===== src/logic/rv32i_fetch_pkg.sv =====
package rv32i_fetch_pkg;

  // every quantity on the fetch path is a plain 32-bit vector, the names
  // only say what the bits mean at a given port
  typedef logic [31:0] word_t;  // one instruction or data word as stored in memory
  typedef logic [31:0] addr_t;  // byte address, legal for fetch only when bits [1:0] are zero

  // the btb is direct mapped with 16 entries
  // pc[1:0] is always zero for a legal fetch so the index starts at bit 2
  typedef logic [3:0]  btb_idx_t;  // pc[5:2], picks the entry
  typedef logic [25:0] btb_tag_t;  // pc[31:6], whatever the index leaves over

  // two-bit saturating counter kept per btb entry
  // the msb alone decides the prediction, the lsb is the hysteresis bit
  // training walks one step at a time toward strong_t or strong_nt
  typedef enum logic [1:0] {
    strong_nt = 2'b00,  // seen not taken at least twice in a row
    weak_nt   = 2'b01,  // leaning not taken, one taken outcome flips it
    weak_t    = 2'b10,  // leaning taken, one not taken outcome flips it
    strong_t  = 2'b11   // seen taken at least twice in a row
  } pred_state_t;

  // a fresh entry always starts in one of the weak states so that a
  // single opposite outcome is enough to change its mind

  // pipeline register contents as seen by execute
  // token  marks a real instruction, zero for a bubble
  // pc     address the word was fetched from
  // pc4    pc plus four, the link value for jal and jalr
  // instr  the fetched word, byte reversed
  // prediction  the btb said taken for this pc

endpackage

===== src/logic/fetch_unit_top.sv =====
`timescale 1ns/1ps

module fetch_unit_top import rv32i_fetch_pkg::*; #(
  parameter addr_t RESET_PC    = 32'h200,  // first fetch after reset
  parameter int    BTB_ENTRIES = 16        // btb depth, tied to btb_idx_t
) (
  input  logic  CLK,
  input  logic  nRST,
  input  logic  wb_ack,
  input  word_t wb_dat_i,
  input  logic  npc_sel,         // execute branch or jump redirect
  input  addr_t brj_addr,
  input  logic  insert_priv_pc,  // trap entry or return redirect
  input  addr_t priv_pc,
  input  logic  if_ex_stall_in,
  input  logic  if_ex_flush_in,
  input  logic  upd_en,          // btb training from execute
  input  addr_t upd_pc,
  input  logic  upd_taken,
  input  addr_t upd_target,
  output logic  wb_cyc,
  output logic  wb_stb,
  output addr_t wb_adr,
  output logic  token,           // fetch/execute register, token low is a bubble
  output addr_t ex_pc,
  output addr_t ex_pc4,
  output word_t ex_instr,
  output logic  ex_prediction,
  output logic  mal_insn,        // misaligned fetch exception
  output addr_t badaddr_f,
  output addr_t epc_f
);

  // fetch stage to and from the bus master
  addr_t fetch_addr;
  logic  fetch_ack;
  logic  fetch_busy;
  word_t fetch_data;

  // fetch stage to and from the btb
  addr_t lookup_pc;
  logic  predict_taken;
  addr_t predict_target;

  // hazard unit decisions
  logic  pc_en;
  logic  pc_sel;
  addr_t redirect_pc;
  logic  if_ex_stall;
  logic  if_ex_flush;

  fetch_stage #(
    .RESET_PC(RESET_PC)
  ) u_fetch (
    .CLK, .nRST, .pc_en, .pc_sel, .redirect_pc, .predict_taken, .predict_target,
    .fetch_ack, .fetch_data, .if_ex_stall, .if_ex_flush, .fetch_addr, .lookup_pc,
    .token, .ex_pc, .ex_pc4, .ex_instr, .ex_prediction, .mal_insn, .badaddr_f, .epc_f
  );

  branch_predictor #(
    .BTB_ENTRIES(BTB_ENTRIES)
  ) u_btb (
    .CLK, .nRST, .lookup_pc, .upd_en, .upd_pc, .upd_taken, .upd_target,
    .predict_taken, .predict_target
  );

  hazard_unit u_hazard (
    .CLK, .nRST, .fetch_ack, .fetch_busy, .npc_sel, .brj_addr, .insert_priv_pc, .priv_pc,
    .if_ex_stall_in, .if_ex_flush_in, .pc_en, .pc_sel, .redirect_pc, .if_ex_stall, .if_ex_flush
  );

  // the master keeps an acked word while execute is stalled
  wb_ifetch_master u_wb (
    .CLK, .nRST, .fetch_addr, .hold(if_ex_stall), .wb_ack, .wb_dat_i,
    .wb_cyc, .wb_stb, .wb_adr, .fetch_ack, .fetch_busy, .fetch_data
  );

endmodule


===== src/logic/wb_ifetch_master.sv =====
`timescale 1ns/1ps

module wb_ifetch_master import rv32i_fetch_pkg::*; (
  input  logic  CLK,
  input  logic  nRST,
  input  addr_t fetch_addr,  // current pc, stable for the whole read
  input  logic  hold,        // execute stalled, keep the word instead of handing it over
  input  logic  wb_ack,
  input  word_t wb_dat_i,
  output logic  wb_cyc,
  output logic  wb_stb,
  output addr_t wb_adr,
  output logic  fetch_ack,   // a word for fetch_addr is on fetch_data
  output logic  fetch_busy,  // a read is out on the bus
  output word_t fetch_data
);

  typedef enum logic {
    idle,     // between reads, or sitting on a held word
    wait_ack  // cyc and stb up, waiting for the slave
  } wb_state_t;

  wb_state_t state;
  logic      held;    // word_q carries an acked word nobody has taken yet
  word_t     word_q;  // copy of the read data kept across a stall

  // one classic read per pass through wait_ack, cyc and stb rise and fall together
  assign wb_cyc     = (state == wait_ack);
  assign wb_stb     = (state == wait_ack);
  assign wb_adr     = fetch_addr;  // the pc cannot move before the ack
  assign fetch_busy = (state == wait_ack);

  // live data on the ack cycle, the saved copy while it is being re-presented
  assign fetch_ack  = (wb_cyc & wb_ack) | held;
  assign fetch_data = held ? word_q : wb_dat_i;

  always_ff @(posedge CLK, negedge nRST) begin
    if (!nRST) begin
      state <= idle;
      held  <= 1'b0;
    end else begin
      case (state)
        idle: begin
          if (!held || !hold) begin
            state <= wait_ack;  // next read starts after exactly one idle cycle
            held  <= 1'b0;      // a held word is taken on this edge
          end
        end
        wait_ack: begin
          if (wb_ack) begin
            state <= idle;  // drop stb for a cycle before the next read
            held  <= hold;  // stalled, so keep the word and offer it again
          end
        end
        default: state <= idle;
      endcase
    end
  end

  // the saved word is payload only, it is qualified by held
  always_ff @(posedge CLK) begin
    if (wb_cyc && wb_ack && hold) begin
      word_q <= wb_dat_i;
    end
  end

endmodule


===== src/logic/hazard_unit.sv =====
`timescale 1ns/1ps

module hazard_unit import rv32i_fetch_pkg::*; (
  input  logic  CLK,
  input  logic  nRST,
  input  logic  fetch_ack,       // a fetched word is on offer this cycle
  input  logic  fetch_busy,      // a wishbone read is in flight
  input  logic  npc_sel,         // branch or jump redirect pulse from execute
  input  addr_t brj_addr,
  input  logic  insert_priv_pc,  // trap or return redirect pulse, wins over a branch
  input  addr_t priv_pc,
  input  logic  if_ex_stall_in,  // execute back-pressure
  input  logic  if_ex_flush_in,  // execute kills whatever fetch hands over
  output logic  pc_en,
  output logic  pc_sel,
  output addr_t redirect_pc,
  output logic  if_ex_stall,
  output logic  if_ex_flush
);

  logic  pend_valid;  // a redirect is waiting for the pc
  logic  pend_priv;   // the waiting redirect came from the privileged side
  addr_t pend_pc;
  logic  nxt_valid;   // pending state including a pulse arriving this cycle
  logic  nxt_priv;
  addr_t nxt_pc;

  // a privileged pulse always replaces what is waiting, a branch pulse only
  // replaces another branch since a pending trap target must not be lost
  always_comb begin
    nxt_valid = pend_valid | insert_priv_pc | npc_sel;
    nxt_priv  = pend_priv;
    nxt_pc    = pend_pc;
    if (insert_priv_pc) begin
      nxt_priv = 1'b1;
      nxt_pc   = priv_pc;
    end else if (npc_sel && !pend_priv) begin
      nxt_priv = 1'b0;
      nxt_pc   = brj_addr;
    end
  end

  // the pc moves when a word is accepted, or straight away for a redirect
  // when no read is out on the bus, otherwise the redirect waits for the ack
  assign pc_en = !if_ex_stall_in && !if_ex_flush_in &&
                 (fetch_ack || (!fetch_busy && nxt_valid));

  assign pc_sel      = nxt_valid;
  assign redirect_pc = nxt_pc;

  // the redirect is consumed on the edge where the pc takes it
  always_ff @(posedge CLK, negedge nRST) begin
    if (!nRST) begin
      pend_valid <= 1'b0;
      pend_priv  <= 1'b0;
      pend_pc    <= '0;
    end else if (pc_en) begin
      pend_valid <= 1'b0;
      pend_priv  <= 1'b0;
    end else begin
      pend_valid <= nxt_valid;
      pend_priv  <= nxt_priv;
      pend_pc    <= nxt_pc;
    end
  end

  assign if_ex_stall = if_ex_stall_in;

  // bubble when there is no word, or the word belongs to the path being left
  assign if_ex_flush = if_ex_flush_in | (!if_ex_stall_in & (!fetch_ack | nxt_valid));

endmodule


===== src/logic/branch_predictor.sv =====
`timescale 1ns/1ps

module branch_predictor import rv32i_fetch_pkg::*; #(
  parameter int BTB_ENTRIES = 16  // has to match the width of btb_idx_t
) (
  input  logic  CLK,
  input  logic  nRST,
  input  addr_t lookup_pc,       // pc currently being fetched
  input  logic  upd_en,          // execute resolved a branch or jump this cycle
  input  addr_t upd_pc,          // address of the resolved branch
  input  logic  upd_taken,       // actual outcome
  input  addr_t upd_target,      // actual target, kept even when not taken
  output logic  predict_taken,
  output addr_t predict_target
);

  // entry storage, only the valid bits need a defined value after reset
  logic        btb_valid  [BTB_ENTRIES];
  btb_tag_t    btb_tag    [BTB_ENTRIES];
  addr_t       btb_target [BTB_ENTRIES];
  pred_state_t btb_state  [BTB_ENTRIES];

  btb_idx_t    lk_idx;     // lookup side index
  btb_tag_t    lk_tag;
  btb_idx_t    upd_idx;    // training side index
  btb_tag_t    upd_tag;
  logic        upd_hit;    // the trained branch already owns its entry
  pred_state_t upd_state;  // counter value written back on training

  assign lk_idx  = lookup_pc[5:2];
  assign lk_tag  = lookup_pc[31:6];
  assign upd_idx = upd_pc[5:2];
  assign upd_tag = upd_pc[31:6];

  // lookup is purely combinational so fetch can use the target at the same ack
  // a taken prediction needs a live entry, a full tag match and the counter msb set
  assign predict_taken  = btb_valid[lk_idx] && (btb_tag[lk_idx] == lk_tag) &&
                          (btb_state[lk_idx] inside {weak_t, strong_t});
  assign predict_target = btb_target[lk_idx];

  assign upd_hit = btb_valid[upd_idx] && (btb_tag[upd_idx] == upd_tag);

  // counter update, a miss allocates in a weak state, a hit moves one step
  always_comb begin
    upd_state = btb_state[upd_idx];
    if (!upd_hit) begin
      upd_state = upd_taken ? weak_t : weak_nt;  // new owner of the entry
    end else if (upd_taken) begin
      case (btb_state[upd_idx])
        strong_nt: upd_state = weak_nt;
        weak_nt:   upd_state = weak_t;
        default:   upd_state = strong_t;  // weak_t and strong_t saturate at the top
      endcase
    end else begin
      case (btb_state[upd_idx])
        strong_t: upd_state = weak_t;
        weak_t:   upd_state = weak_nt;
        default:  upd_state = strong_nt;  // weak_nt and strong_nt saturate at the bottom
      endcase
    end
  end

  // valid bits, all entries start empty
  always_ff @(posedge CLK, negedge nRST) begin
    if (!nRST) begin
      for (int i = 0; i < BTB_ENTRIES; i++) begin
        btb_valid[i] <= 1'b0;
      end
    end else if (upd_en) begin
      btb_valid[upd_idx] <= 1'b1;  // a miss takes the entry over, a hit keeps it
    end
  end

  // tag, target and counter are plain storage behind the valid bit
  always_ff @(posedge CLK) begin
    if (upd_en) begin
      btb_tag[upd_idx]    <= upd_tag;
      btb_target[upd_idx] <= upd_target;  // a hit still refreshes the target
      btb_state[upd_idx]  <= upd_state;
    end
  end

endmodule


===== src/logic/fetch_stage.sv =====
`timescale 1ns/1ps

module fetch_stage import rv32i_fetch_pkg::*; #(
  parameter addr_t RESET_PC = 32'h200  // first fetch address after reset
) (
  input  logic  CLK,
  input  logic  nRST,
  input  logic  pc_en,           // hazard unit lets the pc move this cycle
  input  logic  pc_sel,          // redirect_pc beats the prediction and pc plus four
  input  addr_t redirect_pc,     // branch or privileged target, already arbitrated
  input  logic  predict_taken,   // btb hit on the current pc with a taken counter
  input  addr_t predict_target,
  input  logic  fetch_ack,       // fetch_data holds the word for the current pc
  input  word_t fetch_data,      // little endian, straight from the bus master
  input  logic  if_ex_stall,     // execute cannot take a new instruction
  input  logic  if_ex_flush,     // load a bubble instead of the word
  output addr_t fetch_addr,      // address the bus master reads from
  output addr_t lookup_pc,       // btb lookup address, same as the fetch address
  output logic  token,
  output addr_t ex_pc,
  output addr_t ex_pc4,
  output word_t ex_instr,
  output logic  ex_prediction,
  output logic  mal_insn,        // the pc is not word aligned
  output addr_t badaddr_f,       // faulting address for the trap handler
  output addr_t epc_f            // pc of the faulting fetch
);

  addr_t pc;     // address of the word being fetched now
  addr_t pc4;    // sequential successor
  addr_t npc;    // pc after the next pc_en
  word_t instr;  // fetch_data in big endian order

  // the pc only moves on an accepted fetch or on a redirect while the bus is idle
  always_ff @(posedge CLK, negedge nRST) begin
    if (!nRST) begin
      pc <= RESET_PC;
    end else if (pc_en) begin
      pc <= npc;
    end
  end

  assign pc4 = pc + 32'd4;

  // a redirect from execute or the csr side outranks anything the btb says
  assign npc = pc_sel        ? redirect_pc    :
               predict_taken ? predict_target :
                               pc4;

  assign fetch_addr = pc;
  assign lookup_pc  = pc;  // the btb answers in the same cycle so the hit is ready at ack

  // memory is little endian, the decoder expects the most significant byte first
  assign instr = {fetch_data[7:0], fetch_data[15:8], fetch_data[23:16], fetch_data[31:24]};

  // control half of the fetch/execute register, a flush or a cycle without ack
  // leaves token low so execute sees a bubble
  always_ff @(posedge CLK, negedge nRST) begin
    if (!nRST) begin
      token         <= 1'b0;
      ex_prediction <= 1'b0;
    end else if (if_ex_flush) begin
      token         <= 1'b0;  // bubble, the rest of the register is don't care
      ex_prediction <= 1'b0;
    end else if (!if_ex_stall) begin
      token         <= fetch_ack;
      ex_prediction <= fetch_ack & predict_taken;  // only meaningful alongside a real word
    end
  end

  // payload half, only written when a word is actually handed over
  // during a stall it keeps the instruction execute is still working on
  always_ff @(posedge CLK) begin
    if (fetch_ack && !if_ex_stall) begin
      ex_pc    <= pc;
      ex_pc4   <= pc4;
      ex_instr <= instr;
    end
  end

  // rv32i without the c extension traps on any pc that is not a multiple of four
  assign mal_insn  = (pc[1:0] != 2'b00);
  assign badaddr_f = pc;  // the offending address is the pc itself
  assign epc_f     = pc;  // handler returns to the same fetch

endmodule


===== config.mk =====
export PLATFORM = sky130hd
export DESIGN_NAME = fetch_unit_top
export DESIGN_NICKNAME = d
export VERILOG_FILES = /design/src/logic/rv32i_fetch_pkg.sv /design/src/logic/fetch_unit_top.sv /design/src/logic/wb_ifetch_master.sv /design/src/logic/hazard_unit.sv /design/src/logic/branch_predictor.sv /design/src/logic/fetch_stage.sv
export SDC_FILE = /design/constraint.sdc
export NUM_CORES = 1
export LEC_CHECK = 0
export BUFFER_PORTS_ARGS = -buffer_cell sky130_fd_sc_hd__buf_4
export CAP_MARGIN = 25
export CORE_MARGIN = 8
export CORE_UTILIZATION = 25
export CTS_CLUSTER_DIAMETER = 30
export DETAILED_ROUTE_END_ITERATION = 7
export GPL_ROUTABILITY_DRIVEN = 0
export GPL_TIMING_DRIVEN = 0
export SLEW_MARGIN = 15
export SYNTH_ARGS = -nofsm -noshare
export SYNTH_HDL_FRONTEND = slang
export SYNTH_SLANG_ARGS = --single-unit

===== constraint.sdc =====
create_clock -name CLK -period 5.92 [get_ports CLK]
set_input_delay 1.184 -clock CLK [delete_from_list [all_inputs] [get_ports CLK]]
set_output_delay 1.184 -clock CLK [all_outputs]
set_load 0.01 [all_outputs]

== Word-level counts from Yosys, hierarchy flattened ==
Memory sizes are Yosys's and may differ from the RTL's.
Cells that the tools add are included.

* Logic and storage cells: 115
* Memories kept: 3
* Input bits: 169
* Bits in registers: 214
* Memory bits (writable): 960
* Output and inout bits: 197

{| class="wikitable"
|+ Memory list
! memory !! words !! width !! read ports !! clocked after Yosys merged registers in !! wr ports !! RTL line !! text
|-
| u_btb.btb_target || 16 || 32 || 1 || 0 || 1 || branch_predictor.sv:20 || <nowiki>addr_t btb_target [BTB_ENTRIES];</nowiki>
|-
| u_btb.btb_tag || 16 || 26 || 2 || 0 || 1 || branch_predictor.sv:19 || <nowiki>btb_tag_t btb_tag [BTB_ENTRIES];</nowiki>
|-
| u_btb.btb_state || 16 || 2 || 2 || 0 || 1 || branch_predictor.sv:21 || <nowiki>pred_state_t btb_state [BTB_ENTRIES];</nowiki>
|}

* $add $sub $neg: 1
* Mux-type cells: 34
* Eq/ne operators: 10
* Bitwise operators: 12
* Reductions and logical operators: 24
* Magnitude comparators: 3

{| class="wikitable"
|+ Operator list
! operator !! count
|-
| $mux W32 || 5
|-
| $eq A26 B26 Y1 || 2
|-
| $add A32 B3 Y32 const B || 1
|-
| $mux W1 || 19
|-
| $or A16 B16 Y16 || 1
|-
| $logic_and A1 B1 Y1 || 11
|-
| $ge A5 B5 Y1 const B || 2
|-
| $not A4 Y5 || 2
|-
| $bmux W1 S4 || 2
|-
| $eq A2 B2 Y1 const B || 4
|-
| $pmux W2 S2 || 2
|-
| $logic_not A1 Y1 || 6
|-
| $mux W2 || 3
|-
| $lt A5 B1 Y1 const B || 1
|-
| $or A1 B1 Y1 || 5
|-
| $demux W1 S4 || 1
|-
| $ne A2 B1 Y1 const B || 2
|-
| $pmux W1 S2 || 2
|-
| $reduce_bool A2 Y1 || 2
|-
| $and A1 B1 Y1 || 3
|-
| $reduce_bool A3 Y1 || 1
|-
| $eq A2 B1 Y1 const B || 1
|-
| $logic_not A2 Y1 || 1
|-
| $logic_or A1 B1 Y1 || 2
|-
| other kinds (3) || 3
|}

== Depth between registers and ports, before layout ==
* Word-level depth: 9
* Depth in mapped cells: 14
* Gate-level depth less buffers: 8

== Cells and area by module ==
A second synthesis with hierarchy kept.

* Cell total of the unflattened synthesis: 2739
* Area, all modules: 51839.7 µm²

{| class="wikitable"
|+ By module, submodules not included
! module !! seq. area each (µm²) !! cells an instance !! times used !! area an instance (µm²)
|-
| branch_predictor || 29228.0 || 1895 || 1 || 41404.7
|-
| fetch_stage || 3674.8 || 503 || 1 || 6187.2
|-
| hazard_unit || 850.8 || 230 || 1 || 2394.8
|-
| wb_ifetch_master || 1011.0 || 111 || 1 || 1853.0
|}

== Worst setup path after synthesis ==
No wires, ideal clock.

* Path kind: input -> register
* From: input if_ex_stall_in
* To: register u_fetch.ex_instr[0] (enable)
* Setup time: 0.547 ns
* Stages: 2
* Required time: 5.373 ns
* Arrival time: 5.290 ns
* Path slack: 0.083 ns
* Buffers on the path: 1
* Cells stage by stage: clkbuf_1 > nor2_1

* Longest elaborated chain between the ends: 2

{| class="wikitable"
|+ Ends and longest elaborated chain
! what !! RTL line !! text
|-
| start, declared || fetch_unit_top.sv:15 || <nowiki>input logic if_ex_stall_in,</nowiki>
|-
| $logic_not A1 Y1 || fetch_stage.sv:74 || <nowiki>if (fetch_ack && !if_ex_stall) begin</nowiki>
|-
| $logic_and A1 B1 Y1 || fetch_stage.sv:74 ||
|-
| end signal, assigned || fetch_stage.sv:77 || <nowiki>ex_instr <= instr;</nowiki>
|-
| end, declared || fetch_stage.sv:22 || <nowiki>output word_t ex_instr,</nowiki>
|}

No other way between the ends.
A chain may end at the register's enable or synchronous reset.

== Worst setup path in the final report ==
* From: input upd_pc[3]
* To: memory u_btb.btb_state[8][0] (netlist name) (data pin)

* Longest elaborated chain between the ends: 6
* Elaborated cells on any way between the ends: 16
* Classes of those cells: eq/ne: 4; mux: 7; bitwise: 1; reduce/logical: 2; memory: 2

{| class="wikitable"
|+ Ends and longest elaborated chain
! what !! RTL line !! text
|-
| start, declared || fetch_unit_top.sv:18 || <nowiki>input addr_t upd_pc,</nowiki>
|-
| branches (longest 5 deep; another with $mem_v2 Z16 W2) || -- ||
|-
| $mux W2 * || branch_predictor.sv:46 || <nowiki>if (!upd_hit) begin</nowiki>
|-
| net u_btb.upd_state[0] || branch_predictor.sv:28 || <nowiki>pred_state_t upd_state;</nowiki>
|-
| end, declared || branch_predictor.sv:21 ||
|}

Mark *: on every way through the listed nets, which the timed path passes. The select of a mux whose other input is x is not followed.

==> results.cfg <==
[run_status]
status = completed

[power]
power_frac_clock = 0.470
cell_internal_pwr_mw = 18.93
total_switching_power_mw = 7.321
switching_part_of_the_total_power = 0.2789
p_seq_frac = 0.374
totalPowerFinal_mw = 26.25
max-vdd-ir-drop_mv = 0.3096
leakage_power_nw = 22.55
powerDensity_nw_per_um2 = 395.7
pwr-share-comb = 0.156

[detailed_routing]
drt-initial-drc-count = 4149
vias = 31560
via_per_inst = 5.002
detail_route.drc_violations = 0
drt_first_pass_iters = 6
route.antenna.remaining_nets = 0
wl_um = 184800
route.detailed.wl_per_inst_um = 29.29

[setup_path]
internal_reg_to_reg_setup_slack_ns = 0.24
rr_worst_depth = 11
worst_setup_path_end_kind = flip-flop
critPathArrivalTime_ns = 6.22
setup.worst_path.class = in2reg
worst_r2r_endpoint = u_fetch.badaddr_f[8]
worstReg2RegStart = u_fetch.badaddr_f[3]
timing.critical_path.fanout_max = 16
worst-endpoint-required_ns = 6.39
start_kind = input port

[synthesis]
syn-instance-count = 2764
synth_sequential_area_ratio = 0.6834
yosys-mux-area-fraction = 0.1963
synth_compound_area_frac = 0.04125
postSynth.asyncResetShare = 0.07338
post_synth_and_or_nand_nor_area_fraction = 0.03788
xor_and_xnor_area_share_after_synthesis = 0.01188
main_combinational_cell_family_by_area_after_synthesis = multiplexers
ys.warnings.count = 0
syn_area_um2 = 50870
synth_seq_cells = 1172
synth.distinct_cells = 69
yosys_most_used_dff = edfxtp_1
synth-edff-count = 1086
nets_in_the_synthesized_netlist = 2934
synth_adder_area_share = 0.0002459
post_synth.cell_area_avg_um2 = 18.41

[global_routing]
pin_count_of_the_biggest_net_entering_global_routing = 87
vias_in_the_first_global_route = 31540
grt.overflow.total = 0
track_usage = 0.1635
grt_antenna_before_repair = 28
first_pass_grt_wire_length_um = 252900

[finish]
area_growth_pct = 30.42
num-fill-cells = 19410
fraction_of_final_layout_cells_sized_beyond_drive_strength_1 = 0.3887
layout.cells.most_common_list = 1086 x edfxtp_1, 448 x buf_4, 360 x mux4_2
final_design_area_no_fill_um2 = 66350
net_count_reported_at_finish = 3597
layout_commonest_cell = edfxtp_1
finish.utilization = 0.3279

[placed_design]
postPlaceCellArea_um2 = 58850
post-dp-hpwl_um = 134000
place.port_buffers = 358

[timing]
setup_total_negative_slack_ns = 0
worst-slew-pin-transition_ns = 1.138
finalHoldViolCount = 0
final-max-slew-violation-count = 0
fmax_mhz = 173.8
final.hold.worst_slack_ns = 0.4205
rsz_0062_raised_after_global_routing = false
post-route-period-util = 0.9717
period_minus_slack_ns = 5.752
clock-skew-final_ns = 0.07401
timing.final.setup_violations = 0
timing.slew.headroom = 0.2410

[die]
die-width_um = 467.1
start_util = 0.2514
std_cell_rows = 165
area_of_the_core_um2 = 202300
die_y_um = 467.1
die_area_um2 = 218200
pin_count = 366

[clock_tree]
cts.root.buffer_cell = clkbuf_16
clock-sinks = 1172
cts_tree = done
postCtsHoldBufs = 0
clk_transition_reported_paths_ns = 0.06
cts_buffer_depth = 3
postCtsSetupRepairBufs = 0
post_cts.resized_instances = 0
worst_skew_pair.late_latency_ns = 0.85
cts_buffers = 214
cts_max_level = 4

[flow_run]
max-cap-violations = 0

[min_path]
hold_crit_class = in2async
## kinds of logic after synthesis
group                    Yosys count
flip-flops                      1172
multiplexers                     543
AND/OR/NAND/NOR                  392
AO/OA/AOI/OAI                    316
buffers and inverters            271
XOR/XNOR                          69
adder cells (fa/ha/maj)            1
## cells in the mapped netlist (all sizes together), types with 3 or more instances
library cell  instances  area, µm²
or4                  32      244.0
xnor2                49      429.2
xor2                 20      175.2
o211ai               35      302.8
o22ai                 8      50.05
clkbuf               77      289.0
o21a                  4      30.03
nand2               136      510.5
nor2                 85      319.1
dfrtp                85       2127
nor3                 19      95.09
o2bb2ai               6      52.55
or3                   7      43.79
a311o                 4      40.04
a2111oi               7      61.31
and2                  8      50.05
and3                 10      62.56
a21oi                55      275.3
o22a                  3      26.28
mux2i               144       1441
nand4                 8      50.05
a22oi                23      172.7
o31ai                 6      45.04
nand2b               11      68.82
mux2                 39      439.2
nand3                14      70.07
nor2b                14      87.58
o2111ai               7      61.31
edfxtp             1086      32610
inv                  20      75.07
or2                  22      137.6
buf                 173       1110
o311ai                3      26.28
nor4                 12      75.07
a31oi                 3      18.77
a22o                 13      113.9
a311oi                3      26.28
a211o                 4      35.03
a221oi                8      70.07
o21ai               106      530.5
nand3b                6      45.04
mux4                360       8108
and4                  3      26.28
## critical path: stages
cell	delay, ns
buf_2	0.28
buf_2	0.55
clkbuf_1	0.74
buf_1	0.69
mux4_2	0.41
mux2i_1	0.23
xor2_1	0.34
o211ai_1	0.19
o21ai_0	0.11
nand4_1	0.45
or4_1	0.65
and2_1	0.33
## layer usage
layer  up-vias  track usage  share of wire  routed length [µm]
li1      12750            -              -                   -
met1     16330       0.1968           0.37               69120
met2      1998       0.2584           0.46               84650
met3       468      0.05311           0.11               19770
met4        14      0.09284          0.060               11170
met5         -            0        0.00047                  87
## sequential cells by signal, summed over array words and instances (netlist names)
signal,cells
u_hazard.pend_valid,1
u_btb.btb_target,512
u_fetch.ex_prediction,1
u_btb.btb_state,32
u_btb.btb_valid,16
u_wb.held,1
u_fetch.ex_pc,30
u_fetch.badaddr_f,32
u_btb.btb_tag,416
u_hazard.pend_priv,1
u_fetch.ex_instr,32
u_hazard.pend_pc,32
u_wb.fetch_busy,1
u_wb.word_q,32
u_fetch.token,1
u_fetch.ex_pc4,32
## worst max-delay path by stage
stage                               from                     to  slack (ns)  cells after the start
global placement               upd_pc[3]    u_btb.btb_valid[12]       -5.22                      7
global route        u_fetch.badaddr_f[3]   u_fetch.badaddr_f[8]        0.14                     11
detailed placement             upd_pc[3]  u_btb.btb_state[0][0]       -0.52                     11
finish                         upd_pc[3]  u_btb.btb_state[8][0]        0.17                     12
CTS                 u_fetch.badaddr_f[3]   u_fetch.badaddr_f[8]        0.10                     11
floorplan                 if_ex_stall_in    u_fetch.ex_instr[0]        0.08                      2
## power groups by stage
stage / logic (mW) / registers (mW) / clock network (mW)
finish: 4.10 / 9.82 / 12.3
floorplan: 2.12 / 9.85 / 0
CTS: 4.06 / 9.83 / 12.5
global placement: 3.89 / 10.0 / 0
global route: 4.25 / 9.84 / 12.8
detailed placement: 4.05 / 9.99 / 0
## per-stage QoR
stage	setup slack (ns)	std cells
floorplan	0.08251	2764
global placement	-5.219	5794
detailed placement	-0.5193	5878
CTS	0.1026	6284
global route	0.1402	6297
finish	0.1676	6309
## cell type report
class	count	area, µm²	area share
repair buffers	447	4534	0.06834
clock inverters	171	1928	0.02906
plain buffers	250	1401	0.02112
inverters	21	78.83	0.001188
diodes	20	50.05	0.0007543
well taps	2672	3343	0.05039
clock buffers	235	5475	0.08252
multi-input cells	1321	14770	0.2226
flip-flops and latches	1172	34760	0.5240
Power figures use the tool's default switching activity.
